**config.mk**
```make
export PLATFORM = sky130hd
export DESIGN_NAME = std_request_unit
export DESIGN_NICKNAME = d
export VERILOG_FILES = /design/src/hw/usb_defs_pkg.sv /design/src/hw/ctrl_pkg.sv /design/src/hw/setup_collector.sv /design/src/hw/control_stage_fsm.sv /design/src/hw/device_state_regs.sv /design/src/hw/reply_streamer.sv /design/src/hw/std_request_unit.sv
export SDC_FILE = /design/constraint.sdc
export NUM_CORES = 1
export LEC_CHECK = 0
export BUFFER_PORTS_ARGS = -buffer_cell sky130_fd_sc_hd__buf_2
export CAP_MARGIN = 25
export CORE_ASPECT_RATIO = 1.2
export CORE_UTILIZATION = 55
export CTS_BUF_LIST = sky130_fd_sc_hd__clkbuf_4 sky130_fd_sc_hd__clkbuf_8
export DETAILED_ROUTE_END_ITERATION = 7
export PLACE_DENSITY = 0.75
export SLEW_MARGIN = 20
export SYNTH_ARGS = -nofsm -noshare
export SYNTH_HDL_FRONTEND = slang
export SYNTH_SLANG_ARGS = --single-unit
```
**constraint.sdc**
```tcl
create_clock -name clock -period 7.2 [get_ports clock]
set_input_delay 1.08 -clock clock [delete_from_list [all_inputs] [get_ports clock]]
set_output_delay 1.08 -clock clock [all_outputs]
set_load 0.1 [all_outputs]
```
**src/hw/usb_defs_pkg.sv**
```systemverilog
package usb_defs_pkg;

  // Data PIDs as carried on the encoder's tuser lane
  localparam logic [3:0] pid_data0 = 4'b0011;
  localparam logic [3:0] pid_data1 = 4'b1011;

  // Standard bRequest codes
  localparam logic [7:0] req_get_status        = 8'h00;
  localparam logic [7:0] req_set_address       = 8'h05;
  localparam logic [7:0] req_get_descriptor    = 8'h06;
  localparam logic [7:0] req_get_configuration = 8'h08;
  localparam logic [7:0] req_set_configuration = 8'h09;

  // Descriptor types in the high byte of wValue
  localparam logic [7:0] desc_device        = 8'h01;
  localparam logic [7:0] desc_configuration = 8'h02;
  localparam logic [7:0] desc_string        = 8'h03;

  localparam int max_packet = 64;

  // Fields listed MSB first, so bmRequestType lands in byte 0
  typedef struct packed {
    logic [15:0] w_length;
    logic [15:0] w_index;
    logic [15:0] w_value;
    logic [7:0]  b_request;
    logic [7:0]  bm_request_type;
  } setup_fields_t;

  typedef union packed {
    setup_fields_t   fields;
    logic [7:0][7:0] bytes;
  } setup_packet_u;

  localparam int device_len  = 18;
  localparam int config_len  = 18;
  localparam int string0_len = 4;
  localparam int string1_len = 16;
  localparam int string2_len = 20;
  localparam int string3_len = 14;

  localparam logic [0:device_len-1][7:0] device_desc = {
    8'h12, 8'h01, 8'h00, 8'h02, 8'h00, 8'h00, 8'h00, 8'(max_packet),
    8'hCE, 8'hF4, 8'h03, 8'h00, 8'h00, 8'h01, 8'h01, 8'h02, 8'h03, 8'h01
  };

  // Configuration header followed by a single interface without endpoints
  localparam logic [0:config_len-1][7:0] config_desc = {
    8'h09, 8'h02, 8'h12, 8'h00, 8'h01, 8'h01, 8'h00, 8'h80, 8'h32,
    8'h09, 8'h04, 8'h00, 8'h00, 8'h00, 8'hFF, 8'h00, 8'h00, 8'h00
  };

  // Supported language list, US English only
  localparam logic [0:string0_len-1][7:0] string0_desc = {8'h04, 8'h03, 8'h09, 8'h04};

  // "OPEN HW"
  localparam logic [0:string1_len-1][7:0] string1_desc = {
    8'h10, 8'h03, 8'h4F, 8'h00, 8'h50, 8'h00, 8'h45, 8'h00,
    8'h4E, 8'h00, 8'h20, 8'h00, 8'h48, 8'h00, 8'h57, 8'h00
  };

  // "CTRL UNIT"
  localparam logic [0:string2_len-1][7:0] string2_desc = {
    8'h14, 8'h03, 8'h43, 8'h00, 8'h54, 8'h00, 8'h52, 8'h00, 8'h4C, 8'h00,
    8'h20, 8'h00, 8'h55, 8'h00, 8'h4E, 8'h00, 8'h49, 8'h00, 8'h54, 8'h00
  };

  // "SN0001"
  localparam logic [0:string3_len-1][7:0] string3_desc = {
    8'h0E, 8'h03, 8'h53, 8'h00, 8'h4E, 8'h00, 8'h30, 8'h00,
    8'h30, 8'h00, 8'h30, 8'h00, 8'h31, 8'h00
  };

endpackage

```
**src/hw/ctrl_pkg.sv**
```systemverilog
package ctrl_pkg;

  typedef enum logic [1:0] {
    st_idle,
    st_setup,
    st_data,
    st_status
  } stage_e;

  // One-hot codes of the stage machine
  localparam logic [3:0] oh_idle   = 4'b0001;
  localparam logic [3:0] oh_setup  = 4'b0010;
  localparam logic [3:0] oh_data   = 4'b0100;
  localparam logic [3:0] oh_status = 4'b1000;

  typedef enum logic [2:0] {
    k_get_desc,
    k_get_conf,
    k_get_status,
    k_set_addr,
    k_set_conf,
    k_unsupported
  } kind_e;

  typedef struct packed {
    logic        dir_in;
    kind_e       kind;
    logic [7:0]  desc_type;
    logic [7:0]  desc_index;
    logic [7:0]  value;
    logic [15:0] length;
  } request_t;

  typedef struct packed {
    logic [6:0] address;
    logic [2:0] conf_num;
    logic       configured;
    logic       enumerated;
  } dev_state_t;

endpackage

```
**src/hw/setup_collector.sv**
```systemverilog
`timescale 1ns/1ps

module setup_collector (
  input  logic               clock,
  input  logic               reset,
  input  ctrl_pkg::stage_e   stage_i,
  input  logic               s_tvalid_i,
  input  logic               s_tlast_i,
  input  logic [7:0]         s_tdata_i,
  output logic               s_tready_o,
  output ctrl_pkg::request_t request_o,
  output logic               request_valid_o,
  output logic               malformed_o
);
  import ctrl_pkg::*;
  import usb_defs_pkg::*;

  setup_packet_u pkt;
  setup_fields_t fields;
  logic [2:0]    count;
  logic          full;
  logic          accept;
  logic          last_byte;
  logic          desc_known;

  assign s_tready_o = (stage_i == st_setup) && !full;
  assign accept     = s_tvalid_i && s_tready_o;
  assign last_byte  = (count == 3'd7);

  // Counter and status flags restart whenever the setup stage is left
  always_ff @(posedge clock) begin
    if (reset || stage_i != st_setup) begin
      count           <= '0;
      full            <= 1'b0;
      request_valid_o <= 1'b0;
      malformed_o     <= 1'b0;
    end else begin
      request_valid_o <= accept && s_tlast_i && last_byte;
      malformed_o     <= accept && (s_tlast_i != last_byte);
      if (accept) begin
        count <= count + 3'd1;
        if (s_tlast_i || last_byte) begin
          full <= 1'b1;
        end
      end
    end
  end

  always_ff @(posedge clock) begin
    if (accept) begin
      pkt.bytes[count] <= s_tdata_i;
    end
  end

  assign fields = pkt.fields;

  // Only descriptors with a stored copy count as known
  assign desc_known = (fields.w_value[15:8] == desc_device && fields.w_value[7:0] == 8'd0) ||
                      (fields.w_value[15:8] == desc_configuration &&
                       fields.w_value[7:0] == 8'd0) ||
                      (fields.w_value[15:8] == desc_string && fields.w_value[7:0] <= 8'd3);

  always_comb begin
    request_o.dir_in     = fields.bm_request_type[7];
    request_o.desc_type  = fields.w_value[15:8];
    request_o.desc_index = fields.w_value[7:0];
    request_o.value      = fields.w_value[7:0];
    request_o.length     = fields.w_length;
    request_o.kind       = k_unsupported;
    // Standard requests only, class and vendor types fall through to a stall
    if (fields.bm_request_type[6:5] == 2'b00) begin
      case (fields.b_request)
        req_get_status:
          if (request_o.dir_in) request_o.kind = k_get_status;
        req_set_address:
          if (!request_o.dir_in && fields.w_value[15:7] == '0) request_o.kind = k_set_addr;
        req_get_descriptor:
          if (request_o.dir_in && desc_known) request_o.kind = k_get_desc;
        req_get_configuration:
          if (request_o.dir_in) request_o.kind = k_get_conf;
        req_set_configuration:
          if (!request_o.dir_in && fields.w_value[15:3] == '0) request_o.kind = k_set_conf;
        default: request_o.kind = k_unsupported;
      endcase
    end
  end

endmodule

```
**src/hw/control_stage_fsm.sv**
```systemverilog
`timescale 1ns/1ps

module control_stage_fsm (
  input  logic               clock,
  input  logic               reset,
  input  logic               select_i,
  input  logic               start_i,
  input  logic               hsk_sent_i,
  input  logic               hsk_recv_i,
  input  logic               timeout_i,
  input  ctrl_pkg::request_t request_i,
  input  logic               request_valid_i,
  input  logic               malformed_i,
  output ctrl_pkg::stage_e   stage_o,
  output logic               commit_o,
  output logic               finish_o,
  output logic               stall_o
);
  import ctrl_pkg::*;

  logic [3:0] state;
  logic [3:0] state_next;
  logic       req_seen;
  logic       bad_request;
  logic       handshake;

  assign handshake   = hsk_sent_i || hsk_recv_i;
  assign bad_request = malformed_i || (request_valid_i && request_i.kind == k_unsupported);

  always_comb begin
    state_next = state;
    case (state)
      oh_idle:
        if (start_i) begin
          state_next = oh_setup;
        end
      oh_setup:
        if (bad_request || timeout_i) begin
          state_next = oh_idle;
        end else if (req_seen && hsk_sent_i) begin
          // Requests without an IN data stage go straight to status
          state_next = request_i.dir_in ? oh_data : oh_status;
        end
      oh_data:
        if (handshake) begin
          state_next = oh_status;
        end else if (timeout_i) begin
          state_next = oh_idle;
        end
      oh_status:
        if (handshake || timeout_i) begin
          state_next = oh_idle;
        end
      default: state_next = oh_idle;
    endcase

    if (!select_i) begin
      state_next = oh_idle;
    end
  end

  always_ff @(posedge clock) begin
    if (reset) begin
      state    <= oh_idle;
      req_seen <= 1'b0;
      finish_o <= 1'b0;
      stall_o  <= 1'b0;
    end else begin
      state    <= state_next;
      finish_o <= (state != oh_idle) && (state_next == oh_idle);
      if (state != oh_setup) begin
        req_seen <= 1'b0;
      end else if (request_valid_i) begin
        req_seen <= 1'b1;
      end
      // Stall stays up until the host starts a new SETUP
      if (start_i) begin
        stall_o <= 1'b0;
      end else if (state == oh_setup && bad_request) begin
        stall_o <= 1'b1;
      end
    end
  end

  // Device state changes only on a completed status handshake
  assign commit_o = (state == oh_status) && handshake && select_i;

  always_comb begin
    case (state)
      oh_setup:  stage_o = st_setup;
      oh_data:   stage_o = st_data;
      oh_status: stage_o = st_status;
      default:   stage_o = st_idle;
    endcase
  end

endmodule

```
**src/hw/device_state_regs.sv**
```systemverilog
`timescale 1ns/1ps

module device_state_regs (
  input  logic                 clock,
  input  logic                 reset,
  input  logic                 commit_i,
  input  ctrl_pkg::request_t   request_i,
  output ctrl_pkg::dev_state_t dev_state_o,
  output logic                 set_conf_o,
  output logic                 clr_conf_o
);
  import ctrl_pkg::*;

  dev_state_t state;
  logic [6:0] new_address;
  logic [2:0] new_conf;

  assign new_address = request_i.value[6:0];
  assign new_conf    = request_i.value[2:0];

  always_ff @(posedge clock) begin
    if (reset) begin
      state      <= '0;
      set_conf_o <= 1'b0;
      clr_conf_o <= 1'b0;
    end else begin
      set_conf_o <= 1'b0;
      clr_conf_o <= 1'b0;
      if (commit_i) begin
        case (request_i.kind)
          k_set_addr: begin
            state.address    <= new_address;
            // Address zero puts the device back into the default state
            state.enumerated <= |new_address;
          end
          k_set_conf: begin
            state.conf_num   <= new_conf;
            state.configured <= |new_conf;
            set_conf_o       <= |new_conf;
            clr_conf_o       <= ~|new_conf;
          end
          default: begin
            state <= state;
          end
        endcase
      end
    end
  end

  assign dev_state_o = state;

endmodule

```
**src/hw/reply_streamer.sv**
```systemverilog
`timescale 1ns/1ps

module reply_streamer (
  input  logic                 clock,
  input  logic                 reset,
  input  ctrl_pkg::stage_e     stage_i,
  input  ctrl_pkg::request_t   request_i,
  input  ctrl_pkg::dev_state_t dev_state_i,
  input  logic                 m_tready_i,
  output logic                 m_tvalid_o,
  output logic                 m_tkeep_o,
  output logic                 m_tlast_o,
  output logic [3:0]           m_tuser_o,
  output logic [7:0]           m_tdata_o
);
  import ctrl_pkg::*;
  import usb_defs_pkg::*;

  localparam int off_w = $clog2(max_packet);

  logic [off_w-1:0] offset;
  logic [6:0]       src_len;
  logic [6:0]       cut_len;
  logic [7:0]       cur_byte;
  logic             active;
  logic             sent;
  logic             zlp;
  logic             last;

  // Reply source and the byte at the current offset
  always_comb begin
    src_len  = '0;
    cur_byte = '0;
    case (request_i.kind)
      k_get_desc: begin
        case (request_i.desc_type)
          desc_device: begin
            src_len = 7'(device_len);
            if (offset < device_len) cur_byte = device_desc[offset];
          end
          desc_configuration: begin
            src_len = 7'(config_len);
            if (offset < config_len) cur_byte = config_desc[offset];
          end
          desc_string: begin
            case (request_i.desc_index)
              8'd0: begin
                src_len = 7'(string0_len);
                if (offset < string0_len) cur_byte = string0_desc[offset];
              end
              8'd1: begin
                src_len = 7'(string1_len);
                if (offset < string1_len) cur_byte = string1_desc[offset];
              end
              8'd2: begin
                src_len = 7'(string2_len);
                if (offset < string2_len) cur_byte = string2_desc[offset];
              end
              8'd3: begin
                src_len = 7'(string3_len);
                if (offset < string3_len) cur_byte = string3_desc[offset];
              end
              default: src_len = '0;
            endcase
          end
          default: src_len = '0;
        endcase
      end
      k_get_conf: begin
        src_len  = 7'd1;
        cur_byte = {5'd0, dev_state_i.conf_num};
      end
      k_get_status: begin
        src_len = 7'd2;
      end
      default: src_len = '0;
    endcase
  end

  // Reply length is the lesser of wLength and the source length
  assign cut_len = (request_i.length < 16'(src_len)) ? request_i.length[6:0] : src_len;

  assign active = (stage_i == st_data && request_i.dir_in && src_len != '0) ||
                  (stage_i == st_status && !request_i.dir_in);

  assign last = zlp || ({1'b0, offset} == cut_len - 7'd1);

  // One packet per stage, valid held until the last beat is taken
  always_ff @(posedge clock) begin
    if (reset) begin
      m_tvalid_o <= 1'b0;
      sent       <= 1'b0;
    end else if (active) begin
      if (!m_tvalid_o && !sent) begin
        m_tvalid_o <= 1'b1;
        sent       <= 1'b1;
      end else if (m_tvalid_o && m_tready_i && last) begin
        m_tvalid_o <= 1'b0;
      end
    end else begin
      m_tvalid_o <= 1'b0;
      sent       <= 1'b0;
    end
  end

  always_ff @(posedge clock) begin
    if (!m_tvalid_o) begin
      offset <= '0;
      zlp    <= (stage_i == st_status) || (cut_len == '0);
    end else if (m_tready_i && !last) begin
      offset <= offset + 1'b1;
    end
  end

  assign m_tkeep_o = !zlp;
  assign m_tlast_o = last;
  assign m_tuser_o = pid_data1;
  assign m_tdata_o = zlp ? 8'h00 : cur_byte;

endmodule

```
**src/hw/std_request_unit.sv**
```systemverilog
`timescale 1ns/1ps

module std_request_unit (
  input  logic       clock,
  input  logic       reset,
  input  logic       select_i,
  input  logic       start_i,
  input  logic       hsk_sent_i,
  input  logic       hsk_recv_i,
  input  logic       timeout_i,
  // SETUP bytes from the packet decoder
  input  logic       s_tvalid_i,
  output logic       s_tready_o,
  input  logic       s_tlast_i,
  input  logic [7:0] s_tdata_i,
  // Reply bytes to the packet encoder
  output logic       m_tvalid_o,
  input  logic       m_tready_i,
  output logic       m_tkeep_o,
  output logic       m_tlast_o,
  output logic [3:0] m_tuser_o,
  output logic [7:0] m_tdata_o,
  output logic       finish_o,
  output logic       stall_o,
  output logic       enumerated_o,
  output logic       configured_o,
  output logic [2:0] conf_num_o,
  output logic [6:0] address_o,
  output logic       set_conf_o,
  output logic       clr_conf_o
);
  import ctrl_pkg::*;

  request_t   request;
  logic       request_valid;
  logic       malformed;
  stage_e     stage;
  logic       commit;
  dev_state_t dev_state;

  setup_collector u_collector (
    .clock           (clock),
    .reset           (reset),
    .stage_i         (stage),
    .s_tvalid_i      (s_tvalid_i),
    .s_tlast_i       (s_tlast_i),
    .s_tdata_i       (s_tdata_i),
    .s_tready_o      (s_tready_o),
    .request_o       (request),
    .request_valid_o (request_valid),
    .malformed_o     (malformed)
  );

  control_stage_fsm u_fsm (
    .clock           (clock),
    .reset           (reset),
    .select_i        (select_i),
    .start_i         (start_i),
    .hsk_sent_i      (hsk_sent_i),
    .hsk_recv_i      (hsk_recv_i),
    .timeout_i       (timeout_i),
    .request_i       (request),
    .request_valid_i (request_valid),
    .malformed_i     (malformed),
    .stage_o         (stage),
    .commit_o        (commit),
    .finish_o        (finish_o),
    .stall_o         (stall_o)
  );

  device_state_regs u_state (
    .clock       (clock),
    .reset       (reset),
    .commit_i    (commit),
    .request_i   (request),
    .dev_state_o (dev_state),
    .set_conf_o  (set_conf_o),
    .clr_conf_o  (clr_conf_o)
  );

  reply_streamer u_streamer (
    .clock       (clock),
    .reset       (reset),
    .stage_i     (stage),
    .request_i   (request),
    .dev_state_i (dev_state),
    .m_tready_i  (m_tready_i),
    .m_tvalid_o  (m_tvalid_o),
    .m_tkeep_o   (m_tkeep_o),
    .m_tlast_o   (m_tlast_o),
    .m_tuser_o   (m_tuser_o),
    .m_tdata_o   (m_tdata_o)
  );

  assign enumerated_o = dev_state.enumerated;
  assign configured_o = dev_state.configured;
  assign conf_num_o   = dev_state.conf_num;
  assign address_o    = dev_state.address;

endmodule

```
; Word level (Yosys, flattened, before mapping)
; Memory sizes are Yosys's and may differ from the RTL's.
; Index checks and enable logic that the tools add are counted.
[op_classes]
n_lt_le_gt_ge = 12
n_addsub = 3
eq_ne = 29
mux = 49
bitwise = 4
n_reduce_logical = 62
[op_table]
columns = operator, count
row1 = $mux W8, 20
row2 = $bwmux W64, 1
row3 = $eq A8 B2 Y1 const B, 4
row4 = $mux W4, 8
row5 = $pmux W8 S4, 1
row6 = $logic_and A1 B1 Y1, 25
row7 = $demux W8 S3, 1
row8 = $pmux W8 S3, 1
row9 = $pmux W7 S3, 1
row10 = $pmux W5 S4, 1
row11 = $lt A6 B5 Y1 const B, 3
row12 = $bmux W8 S2, 1
row13 = $eq A8 B1 Y1 const B, 2
row14 = $eq A8 B3 Y1 const B, 2
row15 = $eq A8 B4 Y1 const B, 2
row16 = $logic_not A8 Y1, 2
row17 = $lt A16 B7 Y1, 1
row18 = $pmux W4 S4, 1
row19 = $pmux W8 S2, 1
row20 = $mux W3, 5
row21 = $pmux W3 S5, 1
row22 = $pmux W7 S2, 1
row23 = $logic_not A13 Y1, 1
row24 = $logic_or A1 B1 Y1, 11
row25 = other kinds (41), 62
[totals]
out_inout_bits = 32
inputBits = 18
elab_cells = 183
memories = 5
register_bits = 100
rom_bits = 1024
[memory_table]
columns = name, words, word_bits, read_ports, rd_ports_with_merged_regs, write_ports, line_no
row1 = (name not given), 32, 8, 1, 0, 0, reply_streamer.sv:43  ; if (offset < config_len) cur_byte = config_desc[offset];
row2 = (name not given), 32, 8, 1, 0, 0, reply_streamer.sv:39  ; if (offset < device_len) cur_byte = device_desc[offset];
row3 = (name not given), 32, 8, 1, 0, 0, reply_streamer.sv:57  ; if (offset < string2_len) cur_byte = string2_desc[offset];
row4 = (name not given), 16, 8, 1, 0, 0, reply_streamer.sv:61  ; if (offset < string3_len) cur_byte = string3_desc[offset];
row5 = (name not given), 16, 8, 1, 0, 0, reply_streamer.sv:53  ; if (offset < string1_len) cur_byte = string1_desc[offset];

; Longest topological paths before layout
[depth]
depth_word = 18
depth_mapped = 24
mapped_depth_nobuf = 22

; Hierarchy
; From an unflattened synthesis, not the netlist that was laid out.
[hier_totals]
hier_cells = 566
hier_area_um2 = 5233.8
[modules_own_cells]
columns = mod, cells_per_inst, n_inst, seq_area_each_um2, area_each_um2
row1 = setup_collector, 159, 1, 1411.4, 2214.6
row2 = reply_streamer, 295, 1, 190.2, 2016.9
row3 = device_state_regs, 57, 1, 280.3, 538.0
row4 = control_stage_fsm, 55, 1, 140.1, 464.2

; Least setup slack after synthesis
; Ideal clock, no wire load.
[synth_timing]
kind = reg-to-output
startpoint = register u_collector.pkt (netlist bit u_collector.fields[26])
endpoint = output port m_tlast_o
path_stages_with_launch = 22
arrival_ps = 5216
n_path_buf = 1
required_ps = 6120
slack_ps = 904
path_cell_list = edfxtp_1 > nor4_4 > nand2_2 > o41a_1 > or3_4 > buf_6 > or3b_2 > ha_1 > a21oi_1 > nor2_1 > nor4_1 > a31oi_4 > mux2i_1 > ha_1 > inv_1 > or3_1 > xnor2_1 > nor2_1 > a21oi_1 > xnor2_1 > o211a_4 > or2_4
[synth_between]
elab_chain_cells = 15
word_cells_on_any_way = 29
[synth_rtl]
columns = item, line_no
row1 = start: declaration, setup_collector.sv:18  ; setup_packet_u pkt;
row2 = $eq A8 B1 Y1 / $eq A8 B2 Y1 (equally long branches), "setup_collector.sv:58, reply_streamer.sv:36, setup_collector.sv:59"
row3 = "$logic_and A1 B1 Y1, on equally long branches", "setup_collector.sv:58, setup_collector.sv:59"
row4 = $logic_or A1 B1 Y1, setup_collector.sv:58  ; assign desc_known = (fields.w_value[15:8] == desc_device && fields.w_value[7:0] == 8'd0) ||
row5 = $logic_or A1 B1 Y1, setup_collector.sv:60  ; fields.w_value[7:0] == 8'd0) ||
row6 = $logic_and A1 B1 Y1, setup_collector.sv:78  ; if (request_o.dir_in && desc_known) request_o.kind = k_get_desc;
row7 = $mux W3, setup_collector.sv:78
row8 = $pmux W3 S5, setup_collector.sv:72  ; case (fields.b_request)
row9 = $mux W3, setup_collector.sv:71  ; if (fields.bm_request_type[6:5] == 2'b00) begin
row10 = $eq A3 B2 Y1 (tied with other cells), reply_streamer.sv:34  ; case (request_i.kind)
row11 = $pmux W7 S3 (*), reply_streamer.sv:34
row12 = $lt A16 B7 Y1, reply_streamer.sv:81  ; assign cut_len = (request_i.length < 16'(src_len)) ? request_i.length[6:0] : src_len;
row13 = $mux W7 (*), reply_streamer.sv:81
row14 = $sub A7 B1 Y7 (*), reply_streamer.sv:86  ; assign last = zlp || ({1'b0, offset} == cut_len - 7'd1);
row15 = $eq A6 B7 Y1 (*), reply_streamer.sv:86
row16 = $logic_or A1 B1 Y1 (*), reply_streamer.sv:86
row17 = end: declaration, std_request_unit.sv:20  ; output logic m_tlast_o,
; Mark *: on every way between the ends. The rest lies on a longest branch, timed or not.

; Final worst setup path
[layout_timing]
startpoint = register u_collector.pkt (netlist bit u_collector.fields[22])
endpoint = output port m_tlast_o
[layout_between]
elab_chain_cells = 15
word_cells_on_any_way = 28
[layout_rtl]
columns = item, line_no
row1 = "parallel branches: the longest is 9 deep, another holds $le A8 B2 Y1", -
row2 = $pmux W7 S3 (*), reply_streamer.sv:34
row3 = $lt A16 B7 Y1, reply_streamer.sv:81
row4 = $mux W7 (*), reply_streamer.sv:81
row5 = $sub A7 B1 Y7 (*), reply_streamer.sv:86
row6 = $eq A6 B7 Y1 (*), reply_streamer.sv:86
row7 = $logic_or A1 B1 Y1 (*), reply_streamer.sv:86
; Every way passes the cells marked *.

==> flow_summary_export.csv <==
group,metric,value,unit
status,status,"finished clean",
timing,min_period,6780,ps
synthesis,synth_mux_area_share,3.97,%
timing,slew_violations,0,
routing,via_count,4184,
critical_path,crit_family,"simple AND/OR/NAND/NOR gates",
synthesis,synthSimpleGateAreaFrac,25.9,%
global_routing,antenna_found_initial,0,
synthesis,synthAdderAreaFrac,3.92,%
place,post-place-ws,267,ps
cts,cts_root_buffer,"clkbuf_8",
timing,tns,0,ps
cts,clkLatencyLatePin,360,ps
synthesis,ys_types,76,
synthesis,synth-main-ff-cell,"edfxtp_1",
timing,timing.slew.headroom,30.7,%
routing,routed_via_density,6.13,
finish,flow.area_growth_from_synthesis,12.3,%
floorplan,coreArea,0.00829,mm^2
synthesis,yosysTopAreaCell,"edfxtp_1",
cts,numCtsBuffers,9,
power_and_ir_drop,peakVddDrop,203,uV
floorplan,dieArea,0.00908,mm^2
hold_path,min_path_cells,2,
cts,cts.htree.levels,3,
global_routing,grt_pass1_vias,4085,
global_routing,grt_usage,28.9,%
critical_path,reg2reg_slack,1710,ps
global_routing,grt_max_degree,29,
finish,antenna_cells,0,
finish,final_common_cell,"nor2_1",
synthesis,async_flop_share,0,%
floorplan,start_util,57.7,%
critical_path,worstPathArrival,5700,ps
place,place_congestion,0.966,
cts,tritoncts,"built",
floorplan,die_y,104,um
critical_path,worstSetupStartpoint,"u_collector.fields[22]$_DFFE_PP_",
timing,setup_viol,0,
routing,dr.pass1.iters,5,
synthesis,ys_warn_count,0,
critical_path,r2r-start,"u_collector.fields[22]$_DFFE_PP_",
timing,hold_viol,0,
critical_path,crit_top_cell,"xnor2_1",
critical_path,reg2reg_depth,22,
critical_path,crit_path_max_fanout,12,
timing,worst_pin_slew,1030,ps
synthesis,synth_area_leaders,"edfxtp_1 (28%), dfxtp_1 (15%), nor2_1 (5.3%), mux2i_1 (4.0%), ha_1 (3.9%)",
routing,drt_iter0_markers,354,
floorplan,ios,50,
critical_path,worstSetupEndpointType,"primary output",
synthesis,synth_top_area_share,27.6,%
synthesis,ys_ff_latch,79,
cts,clk_pin_slew,90,ps
global_routing,grt_overflow,0,
finish,utilization,64.9,%
critical_path,crit_required,6120,ps
timing,skew,20.4,ps
cts,cts.path.max_buffers,2,
critical_path,reg2reg_to,"u_streamer.m_tvalid_o$_SDFFE_PP0P_",
synthesis,synth_compound_area_share,17.8,%
synthesis,synth_seq_area_share,42.2,%
routing,drc,0,
hold_path,hold_path_class,"flop to flop",
critical_path,cp_cell_sequence,"nor4_4 -> buf_4 -> nand2_2 -> o41a_1 -> or3_4 -> or3b_2 -> ha_1 -> o211ai_1 -> a21oi_2 -> nor2_4 -> a31oi_4 -> mux2i_2 -> ha_2 -> inv_1 -> or3_1 -> xnor2_1 -> nor2_1 -> a21oi_1 -> xnor2_1 -> o211a_4 -> or2_4 -> buf_6",
place,postPlaceCellArea,0.00507,mm^2
critical_path,crit_type,"flop to primary output",
place,dp.final_hpwl,9130,um
finish,fin_nets,597,
floorplan,die_w,87.2,um
power_and_ir_drop,p_per_area,162,mW/mm^2
routing,wl_per_cell,18.3,um
global_routing,grt_pass1_wl,20100,um
critical_path,critical_path.max_stage_delay,500,ps
synthesis,synth_edf_count,44,
power_and_ir_drop,power.leakage,2.01,nW
run,drv_cap,0,
timing,setup_slack,418,ps
finish,mostFrequentLayoutCells,"nor2_1 (66), buf_2 (46), edfxtp_1 (44)",
critical_path,cp-start-kind,"flop",
cts,ctsHoldBuffers,0,
timing,period_share,94.2,%
cts,cts.sinks,79,
finish,drive_gt1_share,18.8,%
synthesis,netlist_instances,523,
synthesis,syn_area,0.00479,mm^2
routing,postRouteAntennaNets,0,
critical_path,path_buf_inv,3,
synthesis,syn_avg_cell_area,9.15,um^2
place,portBuffers,45,
finish,fin_area,0.00538,mm^2
critical_path,slowest_stage,"or3_4",
synthesis,synth_xor_area_share,1.62,%
timing,max_freq,147,MHz
floorplan,fp-row-count,36,
routing,routed_wl,12500,um
hold_path,hold_path_end,"u_streamer.sent$_SDFFE_PP0P_",
synthesis,synth_top_family_by_area,"simple AND/OR/NAND/NOR gates",
hold_path,hold_start,"u_streamer.sent$_SDFFE_PP0P_",
-- state kept, by name, summed over array words and instances (netlist names) --
| register | flops |
|---|---|
| u_fsm.state | 4 |
| u_collector.malformed_o | 1 |
| u_state.dev_state_o | 12 |
| u_fsm.req_seen | 1 |
| u_collector.count | 3 |
| u_streamer.m_tvalid_o | 1 |
| u_state.clr_conf_o | 1 |
| u_state.set_conf_o | 1 |
| u_collector.request_valid_o | 1 |
| u_fsm.finish_o | 1 |
| u_fsm.stall_o | 1 |
| u_collector.fields | 43 |
| u_collector.full | 1 |
| u_streamer.zlp | 1 |
| u_streamer.offset | 6 |
| u_streamer.sent | 1 |
-- layout make-up --
type                       instances  area, um^2
multi-input combinational        397        2600
timing repair buffer              57         317
sequential                        79        2020
inverter                          20        75.1
tap                              114         143
fill                             742        2910
clock buffer                      10         131
clock inverter                     6        90.1
-- power by group --
group | internal [mW] | leakage (nW) | switching (mW)
Clock | 0.201 | 0.115 | 0.166
Sequential | 0.475 | 0.676 | 0.000671
Combinational | 0.00643 | 1.22 | 0.0230
-- cell usage after synthesis, types with 4 or more instances --
library cell / number
nor3b_1: 4
nor2b_1: 6
dfxtp_1: 35
nor4_1: 15
a22oi_1: 7
a21oi_1: 34
nand2b_1: 6
nor2_1: 67
o22ai_1: 4
nand3b_1: 9
mux2i_1: 19
nand3_1: 7
and3_1: 4
xnor2_1: 4
buf_4: 4
edfxtp_1: 44
nand2_1: 38
or2_2: 7
nand4_1: 5
nor3_1: 22
and2_1: 6
inv_1: 20
o211a_1: 4
or3_1: 8
ha_1: 15
a31oi_1: 4
a211oi_1: 4
o21ai_0: 28
clkbuf_1: 19
-- stage by stage --
step	hold WS (ps)	total power, mW	std cells
2_1_floorplan	435	0.506	525
3_3_place_gp	446	0.515	660
3_5_place_dp	467	0.516	662
4_1_cts	480	0.876	678
5_1_grt	528	0.899	683
6_report	487	0.873	683
-- how the worst max path moves through the flow --
stage / to / slack, ps / depth (start not counted)
2_1_floorplan: m_tlast_o / 900 / 21
4_1_cts: m_tlast_o / 30 / 21
3_5_place_dp: m_tlast_o / 270 / 22
6_report: m_tlast_o / 420 / 22
5_1_grt: m_tlast_o / -5 / 24
3_3_place_gp: m_tlast_o / 410 / 22
-- cell families (layout without fill, tap and decap cells) --
logic type	count (synthesis)	after routing
and+or+nand+nor	227	227
AOI/OAI and AO/OA	124	124
DFF	79	79
buffers and inverters	49	93
muxes	19	19
adders and majority gates	15	15
xor gates and xnor gates	8	8
other	2	4
-- routing by layer --
metal	up-vias	wire, um	global-route usage (%)
li1	2007	-	-
met1	1967	4900	33.5
met2	180	6530	51.2
met3	30	761	5.16
met4	0	323	12.9
met5	-	0	0
-- worst min-delay path: cells and delay by family (launching register included) --
family                 cells  cell delay, ps
flip-flops                 1             310
AO/OA/AOI/OAI              1              70
buffers and inverters      1              70
-- timing repair --
action / 4_1_cts / 5_1_grt
pin swaps: 0 / 1
gates resized for setup: 2 / 9
setup endpoints to repair: 1 / 1
setup buffers: 0 / 5
gates cloned: 0 / 0
No activity file was read; power rests on OpenSTA's default activity.
